<file path="config.mk">
export PLATFORM = sky130hd
export DESIGN_NAME = ucore_top
export DESIGN_NICKNAME = d
export VERILOG_FILES = /design/src/rtl/ucore_bus_pkg.sv /design/src/rtl/ucore_isa_pkg.sv /design/src/rtl/ucore_top.sv /design/src/rtl/ucore_lsu.sv /design/src/rtl/ucore_issue.sv /design/src/rtl/ucore_fetch.sv /design/src/rtl/ucore_alu.sv /design/src/rtl/ucore_regfile.sv
export VERILOG_INCLUDE_DIRS = /design/src /design/src/rtl
export SDC_FILE = /design/constraint.sdc
export NUM_CORES = 2
export LEC_CHECK = 0
export ABC_AREA = 0
export ABC_CLOCK_PERIOD_IN_PS = 8200
export BUFFER_PORTS_ARGS = -buffer_cell sky130_fd_sc_hd__buf_2
export CELL_PAD_IN_SITES_DETAIL_PLACEMENT = 1
export CELL_PAD_IN_SITES_GLOBAL_PLACEMENT = 1
export CORE_UTILIZATION = 53
export CTS_CLUSTER_DIAMETER = 60
export DETAILED_ROUTE_END_ITERATION = 8
export GPL_ROUTABILITY_DRIVEN = 0
export PLACE_DENSITY_LB_ADDON = 0.3
export SLEW_MARGIN = 5
export SYNTH_ARGS = -nofsm -noshare
export SYNTH_HDL_FRONTEND = slang
export SYNTH_HIERARCHICAL = 1
export SYNTH_SLANG_ARGS = --single-unit
</file>
<file path="constraint.sdc">
create_clock -name clk -period 8.2 [get_ports clk]
set_input_delay 0.82 -clock clk [delete_from_list [all_inputs] [get_ports clk]]
set_output_delay 0.82 -clock clk [all_outputs]
set_load 0.1 [all_outputs]
</file>
<file path="src/rtl/ucore_cfg.svh">
// Core-wide width settings for the ucore RTL
// Include this wherever a data, register or byte-enable width is needed

`ifndef UCORE_CFG_SVH
`define UCORE_CFG_SVH

// Data and address width
`define UCORE_XLEN 32

// Architectural register file
`define UCORE_NREGS 32
`define UCORE_REG_AW 5

// One enable per byte of a data word
`define UCORE_BE_W 4

`endif
</file>
<file path="src/rtl/ucore_bus_pkg.sv">
// Bus-side types passed between fetch, issue and the load/store unit
// Import with ucore_bus_pkg::* in the module header

`default_nettype none

`include "ucore_cfg.svh"

package ucore_bus_pkg;

  // Instruction word held by the fetch unit until it retires
  typedef struct packed {
    logic                 valid;
    logic [`UCORE_XLEN-1:0] pc;
    logic [`UCORE_XLEN-1:0] instr;
  } fetch_rsp_t;

  // One word access towards the data bus
  typedef struct packed {
    logic                 valid;
    logic                 we;
    logic [`UCORE_XLEN-1:0] addr;
    logic [`UCORE_XLEN-1:0] wdata;
  } mem_req_t;

endpackage

`default_nettype wire

</file>
<file path="src/rtl/ucore_isa_pkg.sv">
// Instruction-set types shared by the decoder in ucore_issue and the ALU
// Import with ucore_isa_pkg::* in the module header

`default_nettype none

`include "ucore_cfg.svh"

package ucore_isa_pkg;

  // Major opcode field, instr[6:0]
  typedef enum logic [6:0] {
    OP_IMM = 7'b0010011,
    OP     = 7'b0110011,
    LUI    = 7'b0110111,
    LOAD   = 7'b0000011,
    STORE  = 7'b0100011
  } opcode_e;

  // Encoded as {funct7[5], funct3} of the register-register group
  typedef enum logic [3:0] {
    ADD  = 4'b0000,
    SLL  = 4'b0001,
    SLT  = 4'b0010,
    SLTU = 4'b0011,
    XOR  = 4'b0100,
    SRL  = 4'b0101,
    OR   = 4'b0110,
    AND  = 4'b0111,
    SUB  = 4'b1000,
    SRA  = 4'b1101
  } alu_op_e;

  // Decoded form of one held instruction
  typedef struct packed {
    alu_op_e                alu_op;
    logic [`UCORE_REG_AW-1:0] rs1;
    logic [`UCORE_REG_AW-1:0] rs2;
    logic [`UCORE_REG_AW-1:0] rd;
    logic [`UCORE_XLEN-1:0]   imm;
    logic                   use_imm;
    logic                   is_lui;
    logic                   reg_we;
    logic                   mem;
    logic                   mem_we;
  } decoded_t;

endpackage

`default_nettype wire

</file>
<file path="src/rtl/ucore_top.sv">
// Top level of the ucore RV32I subset core
// Instruction and data buses use req/gnt/rvalid with one access outstanding

`timescale 1ns/10ps
`default_nettype none

`include "ucore_cfg.svh"

module ucore_top import ucore_bus_pkg::*; (
  input  logic                   clk,
  input  logic                   rst_ni,
  input  logic [`UCORE_XLEN-1:0] boot_addr_i,
  // Instruction bus
  output logic                   instr_req_o,
  input  logic                   instr_gnt_i,
  input  logic                   instr_rvalid_i,
  output logic [`UCORE_XLEN-1:0] instr_addr_o,
  input  logic [`UCORE_XLEN-1:0] instr_rdata_i,
  // Data bus
  output logic                   data_req_o,
  input  logic                   data_gnt_i,
  input  logic                   data_rvalid_i,
  output logic                   data_we_o,
  output logic [`UCORE_BE_W-1:0] data_be_o,
  output logic [`UCORE_XLEN-1:0] data_addr_o,
  output logic [`UCORE_XLEN-1:0] data_wdata_o,
  input  logic [`UCORE_XLEN-1:0] data_rdata_i
);

  fetch_rsp_t             fetch;
  mem_req_t               mem;
  logic                   retire;
  logic                   mem_done;
  logic [`UCORE_XLEN-1:0] mem_rdata;

  ////////////////////
  // Fetch
  ////////////////////
  ucore_fetch u_fetch (
    .clk            (clk),
    .rst_ni         (rst_ni),
    .boot_addr_i    (boot_addr_i),
    .retire_i       (retire),
    .instr_req_o    (instr_req_o),
    .instr_addr_o   (instr_addr_o),
    .instr_gnt_i    (instr_gnt_i),
    .instr_rvalid_i (instr_rvalid_i),
    .instr_rdata_i  (instr_rdata_i),
    .fetch_o        (fetch)
  );

  ////////////////////
  // Issue and execute
  ////////////////////
  ucore_issue u_issue (
    .clk         (clk),
    .rst_ni      (rst_ni),
    .fetch_i     (fetch),
    .mem_done_i  (mem_done),
    .mem_rdata_i (mem_rdata),
    .mem_o       (mem),
    .retire_o    (retire)
  );

  ////////////////////
  // Load/store
  ////////////////////
  ucore_lsu u_lsu (
    .clk           (clk),
    .rst_ni        (rst_ni),
    .mem_i         (mem),
    .data_req_o    (data_req_o),
    .data_gnt_i    (data_gnt_i),
    .data_rvalid_i (data_rvalid_i),
    .data_we_o     (data_we_o),
    .data_be_o     (data_be_o),
    .data_addr_o   (data_addr_o),
    .data_wdata_o  (data_wdata_o),
    .data_rdata_i  (data_rdata_i),
    .mem_done_o    (mem_done),
    .mem_rdata_o   (mem_rdata)
  );

endmodule

`default_nettype wire

</file>
<file path="src/rtl/ucore_lsu.sv">
// Load/store unit: one word access at a time on the data bus
// Pulses mem_done_o with the load data when the response arrives

`timescale 1ns/10ps
`default_nettype none

`include "ucore_cfg.svh"

module ucore_lsu import ucore_bus_pkg::*; (
  input  logic                   clk,
  input  logic                   rst_ni,
  input  mem_req_t               mem_i,
  // Data bus
  output logic                   data_req_o,
  input  logic                   data_gnt_i,
  input  logic                   data_rvalid_i,
  output logic                   data_we_o,
  output logic [`UCORE_BE_W-1:0] data_be_o,
  output logic [`UCORE_XLEN-1:0] data_addr_o,
  output logic [`UCORE_XLEN-1:0] data_wdata_o,
  input  logic [`UCORE_XLEN-1:0] data_rdata_i,
  // Completion towards issue
  output logic                   mem_done_o,
  output logic [`UCORE_XLEN-1:0] mem_rdata_o
);

  typedef enum logic [1:0] {IDLE, REQ, WAIT_RVALID, DONE_WAIT} lsu_state_e;

  lsu_state_e             state_q;
  logic                   we_q;
  logic [`UCORE_XLEN-1:0] addr_q;
  logic [`UCORE_XLEN-1:0] wdata_q;

  always_ff @(posedge clk or negedge rst_ni) begin
    if (!rst_ni) begin
      state_q <= IDLE;
      we_q    <= 1'b0;
    end else begin
      case (state_q)
        IDLE: begin
          if (mem_i.valid) begin
            we_q    <= mem_i.we;
            state_q <= REQ;
          end
        end
        REQ:         if (data_gnt_i) state_q <= WAIT_RVALID;
        WAIT_RVALID: if (data_rvalid_i) state_q <= DONE_WAIT;
        // Hold off until issue has dropped this access
        DONE_WAIT:   if (!mem_i.valid) state_q <= IDLE;
        default:     state_q <= IDLE;
      endcase
    end
  end

  always_ff @(posedge clk) begin
    if (state_q == IDLE && mem_i.valid) begin
      addr_q  <= mem_i.addr;
      wdata_q <= mem_i.wdata;
    end
  end

  assign data_req_o   = (state_q == REQ);
  assign data_we_o    = we_q;
  assign data_be_o    = {`UCORE_BE_W{1'b1}};
  assign data_addr_o  = addr_q;
  assign data_wdata_o = wdata_q;

  assign mem_done_o  = (state_q == WAIT_RVALID) & data_rvalid_i;
  assign mem_rdata_o = data_rdata_i;

endmodule

`default_nettype wire

</file>
<file path="src/rtl/ucore_issue.sv">
// Decode, operand select and writeback for the held instruction
// Retires ALU ops at once and memory ops when the load/store unit is done

`timescale 1ns/10ps
`default_nettype none

`include "ucore_cfg.svh"

module ucore_issue import ucore_isa_pkg::*, ucore_bus_pkg::*; (
  input  logic                   clk,
  input  logic                   rst_ni,
  input  fetch_rsp_t             fetch_i,
  input  logic                   mem_done_i,
  input  logic [`UCORE_XLEN-1:0] mem_rdata_i,
  output mem_req_t               mem_o,
  output logic                   retire_o
);

  decoded_t               dec;
  logic [2:0]             funct3;
  logic                   funct7_ok;
  logic [`UCORE_XLEN-1:0] rs1_rdata;
  logic [`UCORE_XLEN-1:0] rs2_rdata;
  logic [`UCORE_XLEN-1:0] alu_operand_b;
  logic [`UCORE_XLEN-1:0] alu_result;
  logic [`UCORE_XLEN-1:0] rf_wdata;
  logic                   rf_we;

  assign funct3    = fetch_i.instr[14:12];
  // Only 0000000 and 0100000 are legal in the register-register group
  assign funct7_ok = ~fetch_i.instr[31] & (fetch_i.instr[29:25] == 5'b0);

  ////////////////////
  // Decoder
  ////////////////////
  always_comb begin
    dec         = '0;
    dec.alu_op  = ADD;
    dec.rs1     = fetch_i.instr[19:15];
    dec.rs2     = fetch_i.instr[24:20];
    dec.rd      = fetch_i.instr[11:7];
    dec.imm     = {{20{fetch_i.instr[31]}}, fetch_i.instr[31:20]};
    case (fetch_i.instr[6:0])
      OP_IMM: begin
        dec.use_imm = 1'b1;
        dec.reg_we  = 1'b1;
        case (funct3)
          3'b000:  dec.alu_op = ADD;
          3'b001:  dec.alu_op = SLL;
          3'b010:  dec.alu_op = SLT;
          3'b011:  dec.alu_op = SLTU;
          3'b100:  dec.alu_op = XOR;
          3'b101:  dec.alu_op = fetch_i.instr[30] ? SRA : SRL;
          3'b110:  dec.alu_op = OR;
          default: dec.alu_op = AND;
        endcase
      end
      OP: begin
        dec.reg_we = funct7_ok;
        case ({fetch_i.instr[30], funct3})
          4'b0000: dec.alu_op = ADD;
          4'b1000: dec.alu_op = SUB;
          4'b0001: dec.alu_op = SLL;
          4'b0010: dec.alu_op = SLT;
          4'b0011: dec.alu_op = SLTU;
          4'b0100: dec.alu_op = XOR;
          4'b0101: dec.alu_op = SRL;
          4'b1101: dec.alu_op = SRA;
          4'b0110: dec.alu_op = OR;
          4'b0111: dec.alu_op = AND;
          default: dec.reg_we = 1'b0;
        endcase
      end
      LUI: begin
        dec.imm    = {fetch_i.instr[31:12], 12'b0};
        dec.is_lui = 1'b1;
        dec.reg_we = 1'b1;
      end
      LOAD: begin
        // Word loads only
        dec.use_imm = 1'b1;
        dec.mem     = (funct3 == 3'b010);
        dec.reg_we  = (funct3 == 3'b010);
      end
      STORE: begin
        dec.imm     = {{20{fetch_i.instr[31]}}, fetch_i.instr[31:25], fetch_i.instr[11:7]};
        dec.use_imm = 1'b1;
        dec.mem     = (funct3 == 3'b010);
        dec.mem_we  = (funct3 == 3'b010);
      end
      default: ;
    endcase
  end

  ucore_regfile u_regfile (
    .clk       (clk),
    .rst_ni    (rst_ni),
    .raddr_a_i (dec.rs1),
    .raddr_b_i (dec.rs2),
    .waddr_i   (dec.rd),
    .we_i      (rf_we),
    .wdata_i   (rf_wdata),
    .rdata_a_o (rs1_rdata),
    .rdata_b_o (rs2_rdata)
  );

  assign alu_operand_b = dec.use_imm ? dec.imm : rs2_rdata;

  // Also forms rs1 + imm for loads and stores
  ucore_alu u_alu (
    .op_i        (dec.alu_op),
    .operand_a_i (rs1_rdata),
    .operand_b_i (alu_operand_b),
    .result_o    (alu_result)
  );

  ////////////////////
  // Retire and writeback
  ////////////////////
  assign mem_o = '{valid: fetch_i.valid & dec.mem, we: dec.mem_we,
                   addr: alu_result, wdata: rs2_rdata};

  assign retire_o = fetch_i.valid & (dec.mem ? mem_done_i : 1'b1);
  assign rf_we    = retire_o & dec.reg_we;
  assign rf_wdata = dec.mem ? mem_rdata_i : (dec.is_lui ? dec.imm : alu_result);

endmodule

`default_nettype wire

</file>
<file path="src/rtl/ucore_fetch.sv">
// Instruction fetch unit: keeps the PC, runs the instruction bus and
// holds the fetched word until issue retires it

`timescale 1ns/10ps
`default_nettype none

`include "ucore_cfg.svh"

module ucore_fetch import ucore_bus_pkg::*; (
  input  logic                   clk,
  input  logic                   rst_ni,
  input  logic [`UCORE_XLEN-1:0] boot_addr_i,
  input  logic                   retire_i,
  // Instruction bus
  output logic                   instr_req_o,
  output logic [`UCORE_XLEN-1:0] instr_addr_o,
  input  logic                   instr_gnt_i,
  input  logic                   instr_rvalid_i,
  input  logic [`UCORE_XLEN-1:0] instr_rdata_i,
  // Held word towards issue
  output fetch_rsp_t             fetch_o
);

  typedef enum logic [1:0] {REQ, WAIT_RVALID, HOLD} fetch_state_e;

  fetch_state_e           state_q;
  logic                   req_q;
  logic [`UCORE_XLEN-1:0] pc_q;
  logic [`UCORE_XLEN-1:0] instr_q;

  always_ff @(posedge clk or negedge rst_ni) begin
    if (!rst_ni) begin
      state_q <= REQ;
      req_q   <= 1'b0;
      pc_q    <= '0;
    end else begin
      case (state_q)
        REQ: begin
          if (!req_q) begin
            // Only reached right after reset
            req_q <= 1'b1;
            pc_q  <= boot_addr_i;
          end else if (instr_gnt_i) begin
            req_q   <= 1'b0;
            state_q <= WAIT_RVALID;
          end
        end
        WAIT_RVALID: begin
          if (instr_rvalid_i) begin
            state_q <= HOLD;
          end
        end
        HOLD: begin
          // Next word is always the following one
          if (retire_i) begin
            req_q   <= 1'b1;
            pc_q    <= pc_q + `UCORE_XLEN'(4);
            state_q <= REQ;
          end
        end
        default: state_q <= REQ;
      endcase
    end
  end

  // Instruction word capture
  always_ff @(posedge clk) begin
    if (state_q == WAIT_RVALID && instr_rvalid_i) begin
      instr_q <= instr_rdata_i;
    end
  end

  assign instr_req_o  = req_q;
  assign instr_addr_o = pc_q;

  assign fetch_o = '{valid: (state_q == HOLD), pc: pc_q, instr: instr_q};

endmodule

`default_nettype wire

</file>
<file path="src/rtl/ucore_alu.sv">
// Integer ALU: add/sub, shifts, set-less-than and bitwise logic
// Purely combinational, one result per operation code

`timescale 1ns/10ps
`default_nettype none

`include "ucore_cfg.svh"

module ucore_alu import ucore_isa_pkg::*; (
  input  alu_op_e                op_i,
  input  logic [`UCORE_XLEN-1:0] operand_a_i,
  input  logic [`UCORE_XLEN-1:0] operand_b_i,
  output logic [`UCORE_XLEN-1:0] result_o
);

  logic                   is_sub;
  logic [`UCORE_XLEN-1:0] adder_b;
  logic [`UCORE_XLEN-1:0] sum;
  logic [4:0]             shamt;
  logic                   lt_signed;
  logic                   lt_unsigned;

  // Shared adder that subtracts as a + ~b + 1
  assign is_sub  = (op_i == SUB);
  assign adder_b = is_sub ? ~operand_b_i : operand_b_i;
  assign sum     = operand_a_i + adder_b + {{(`UCORE_XLEN-1){1'b0}}, is_sub};

  assign shamt = operand_b_i[4:0];

  // Comparators
  assign lt_signed   = $signed(operand_a_i) < $signed(operand_b_i);
  assign lt_unsigned = operand_a_i < operand_b_i;

  always_comb begin
    case (op_i)
      ADD,
      SUB:     result_o = sum;
      SLL:     result_o = operand_a_i << shamt;
      SRL:     result_o = operand_a_i >> shamt;
      SRA:     result_o = $unsigned($signed(operand_a_i) >>> shamt);
      SLT:     result_o = {{(`UCORE_XLEN-1){1'b0}}, lt_signed};
      SLTU:    result_o = {{(`UCORE_XLEN-1){1'b0}}, lt_unsigned};
      XOR:     result_o = operand_a_i ^ operand_b_i;
      OR:      result_o = operand_a_i | operand_b_i;
      AND:     result_o = operand_a_i & operand_b_i;
      default: result_o = sum;
    endcase
  end

endmodule

`default_nettype wire

</file>
<file path="src/rtl/ucore_regfile.sv">
// Integer register file, two asynchronous read ports and one write port
// x0 reads as zero and ignores writes

`timescale 1ns/10ps
`default_nettype none

`include "ucore_cfg.svh"

module ucore_regfile (
  input  logic                     clk,
  input  logic                     rst_ni,
  input  logic [`UCORE_REG_AW-1:0] raddr_a_i,
  input  logic [`UCORE_REG_AW-1:0] raddr_b_i,
  input  logic [`UCORE_REG_AW-1:0] waddr_i,
  input  logic                     we_i,
  input  logic [`UCORE_XLEN-1:0]   wdata_i,
  output logic [`UCORE_XLEN-1:0]   rdata_a_o,
  output logic [`UCORE_XLEN-1:0]   rdata_b_o
);

  logic [`UCORE_XLEN-1:0] regs_q [`UCORE_NREGS];

  always_ff @(posedge clk or negedge rst_ni) begin
    if (!rst_ni) begin
      for (int i = 0; i < `UCORE_NREGS; i++) begin
        regs_q[i] <= '0;
      end
    end else if (we_i && (waddr_i != '0)) begin
      regs_q[waddr_i] <= wdata_i;
    end
  end

  // Hardwired zero
  assign rdata_a_o = (raddr_a_i == '0) ? '0 : regs_q[raddr_a_i];
  assign rdata_b_o = (raddr_b_i == '0) ? '0 : regs_q[raddr_b_i];

endmodule

`default_nettype wire

</file>
==> impl_metrics.py <==
metrics = {
    "setup_path": {
        "crit_fanout": 31,
        "critPathLaunchType": "flop",
        "timing.rr.end": "u_issue/u_regfile/regs_q[157]",
        "endpoint_kind": "flop",
        "reg2regPathDepth": 22,
        "r2r-start": "u_fetch/instr_q[22]",
        "crit_required_ns": 8.93,
        "rrSetupSlack_ns": 0.04,
        "crit_arrival_ns": 8.89,
        "crit_type": "reg2reg",
    },
    "power_and_ir_drop": {
        "power_switching_w": 0.008168,
        "sequentialPowerShare": 0.314,
        "swShare": 0.4083,
        "p_comb_frac": 0.360,
        "leakage_nw": 34.94,
        "p_clk_frac": 0.326,
        "vdd_drop_max_mv": 0.2111,
        "p_per_area_nw_per_um2": 259.3,
        "intPower_w": 0.01184,
    },
    "route": {
        "wl_met2_um": 120900,
        "wl_per_cell_um": 38.04,
        "ant_nets": 0,
        "dr_wl_met3_um": 32810,
        "top_layer": "met5",
        "drt_iter0_markers": 6752,
        "vias_per_cell": 7.434,
        "vias": 53460,
        "drc": 0,
        "wl_met1_um": 98510,
        "wl_um": 273600,
        "firstDrtPassIters": 7,
    },
    "synthesis": {
        "synth_compound_area_frac": 0.08485,
        "netlist_top_cells_count": "1062 x dfrtp_1, 1047 x mux2_2, 502 x mux4_2, 289 x clkbuf_1, 246 x o21ai_0",
        "synth_top_family_by_area": "multiplexers",
        "synth_flop_cell": "dfrtp_1",
        "yosys.area_share.adder": 0.02402,
        "ys_ff_latch": 1158,
        "synthArstFlopShare": 0.9171,
        "synth_most_common_cell": "dfrtp_1",
        "syn_area_um2": 69590,
        "ys_types": 96,
        "synthCells": 5377,
        "synthMuxAreaShare": 0.3633,
        "postSynthAreaPerCell_um2": 12.94,
        "synthSimpleGateAreaFrac": 0.04946,
        "synth-seq-area-share": 0.4233,
        "synth_top_cell_area_share": 0.3819,
        "synth_edf_count": 96,
        "ys_warn_count": 6,
        "synth_top_cells_by_area": "dfrtp_1 38%, mux2_2 17%, mux4_2 16%",
        "yosys.area.top_type": "dfrtp_1",
        "synthXorXnorAreaFrac": 0.006545,
    },
    "floorplanning": {
        "io-pin-count": 205,
        "dieArea_um2": 132700,
        "dieHeight_um": 364.3,
        "core_area_um2": 129800,
        "die_w_um": 364.3,
        "initial_utilization": 0.5360,
        "rows": 132,
    },
    "run": {
        "cap_violations": 0,
    },
    "clock_tree": {
        "root_buffer": "clkbuf_16",
        "cts_tree": "yes",
        "cts.sinks": 1158,
        "clk_pin_slew_ns": 0.06,
        "clock_latency_ns": 0.80,
        "clockBufferDepth": 3,
        "htreeDepth": 4,
        "cts_inserted_buffers": 139,
    },
    "final_layout": {
        "fin_nets": 5570,
        "syn_to_final_growth_pct": 10.85,
        "drive_gt1_frac": 0.4312,
        "fillers": 12410,
    },
    "placed_design": {
        "hpwl_um": 164600,
        "port_buffers": 200,
        "place_ws_ns": 0.4199,
    },
    "global_routing": {
        "overflow": 0,
        "grt_pass1_wl_um": 397000,
        "grt_pass1_vias": 55500,
        "antenna_found_initial": 16,
        "grt_max_degree": 174,
        "track_usage": 0.4139,
    },
    "timing": {
        "skew_ns": 0.03239,
        "slew_headroom": 0.05828,
        "setup_ws_ns": 0.03503,
        "hold_violations": 0,
        "tightest_slew_ns": 1.403,
        "finalSetupViolations": 0,
        "slew_violations": 0,
        "rsz0062_at_grt": "false",
        "max_freq_mhz": 122.5,
        "period_minus_slack_ns": 8.165,
        "period_share": 0.9957,
        "setup_tns_ns": 0,
    },
    "min_path": {
        "hold_path_class": "in2async",
    },
    "status": {
        "status": "finished, final reports clean",
    },
}
-- flip-flops by register name, indices dropped and copies added (netlist names) --
name and cells:
u_issue/u_regfile/regs_q 1024, u_fetch/state_q 2, u_lsu/state_q 2, u_lsu/data_we_o 1, u_fetch/instr_addr_o 32, u_fetch/instr_req_o 1, u_lsu/data_wdata_o 32, u_fetch/instr_q 32
u_lsu/data_addr_o 32
-- metal layers --
metal,track usage,vias to the layer above
met1,0.5238,28220
met4,0.2824,11
met5,0,-
met3,0.1320,1036
li1,-,20450
met2,0.6074,3740
-- timing repair --
item / in CTS / in global routing
hold buffers: 0 / 0
buffers inserted: 0 / 0
setup endpoints to repair: 0 / 62
gates resized for setup: 0 / 2
-- per-stage QoR --
step / instances / power, W / util / hold WS, ns / cell area (µm²)
floorplan: 5380 / 0.01078 / - / 0.4413 / 69600
global placement: 6936 / 0.01308 / 0.5570 / 0.3766 / 72310
detailed placement: 6936 / 0.01322 / 0.5570 / 0.3837 / 72310
CTS: 7183 / 0.01977 / 0.5939 / 0.007077 / 77100
global route: 7185 / 0.02051 / 0.5941 / 0.03108 / 77120
finish: 7191 / 0.02000 / 0.5942 / 0.006024 / 77140
-- layout make-up --
class,count,area [µm²],share of cell area
timing repair buffer,432,2940,0.03812
antenna,8,20.02,0.0002595
inverter,94,355.3,0.004607
clock inverter,43,560.5,0.007267
clock buffer,204,4225,0.05478
sequential,1158,29460,0.3819
tap,1742,2180,0.02826
multi-input combinational,3510,37400,0.4848
-- kinds of logic after synthesis --
group | after synthesis
xor gates and xnor gates | 52
AOI/OAI and AO/OA | 872
buffers and inverters | 712
muxes | 1763
DFF | 1158
other | 1
and+or+nand+nor | 686
adders and majority gates | 133
-- worst max-delay path: stages (launching register included) --
cell and delay (ns):
edfxtp_1 0.83, buf_12 0.30, buf_4 0.34, mux2i_1 0.12
a221oi_1 0.27, o21ai_0 0.17, a311oi_1 0.92, o22ai_1 0.37
a21oi_4 0.22, inv_2 0.06, xnor2_1 0.51, ha_1 0.33
nand2_1 0.11, nor4_1 0.51, nor3_1 0.15, a211oi_2 0.43
o2111a_1 0.36, o31ai_1 0.13, nand2_1 0.10, a211o_1 0.24
mux2i_1 0.13, o21ai_2 1.07, mux2_2 0.35
-- power by group through the flow --
| stage | sequential (W) | combinational, W | clock (W) |
|---|---|---|---|
| detailed placement | 0.00636 | 0.00686 | 0 |
| global placement | 0.00634 | 0.00673 | 0 |
| floorplan | 0.00623 | 0.00455 | 0 |
| finish | 0.00627 | 0.00721 | 0.00652 |
| CTS | 0.00626 | 0.00695 | 0.00656 |
| global route | 0.00628 | 0.00745 | 0.00677 |
-- cells in the final DEF, fill, tap and decap left out, drive strengths merged, types with 82 or more instances in the layout --
| cell type | n |
|---|---|
| inv | 105 |
| mux2i | 181 |
| a21oi | 106 |
| a211oi | 82 |
| mux2 | 1080 |
| a22oi | 85 |
| ha | 132 |
| buf | 432 |
| edfxtp | 96 |
| clkbuf | 204 |
| nor2 | 174 |
| mux4 | 502 |
| o21ai | 254 |
| dfrtp | 1062 |
| nand2 | 198 |
-- worst max path at each step --
| stage | to | cells past startpoint | slack [ns] | startpoint |
|---|---|---|---|---|
| after global placement | u_issue/u_regfile/regs_q[208] | 24 | 0.73 | u_fetch/instr_q[22] |
| after CTS | u_issue/u_regfile/regs_q[208] | 24 | 0.35 | u_fetch/instr_q[22] |
| final | u_issue/u_regfile/regs_q[157] | 22 | 0.04 | u_fetch/instr_q[22] |
| after global routing | u_issue/u_regfile/regs_q[157] | 20 | 0.09 | u_fetch/instr_q[22] |
| after detailed placement | u_issue/u_regfile/regs_q[432] | 24 | 0.42 | u_fetch/instr_q[22] |
| after floorplan | u_issue/u_regfile/regs_q[636] | 27 | 1.95 | u_fetch/instr_q[21] |
(Power assumes the default switching activity.)
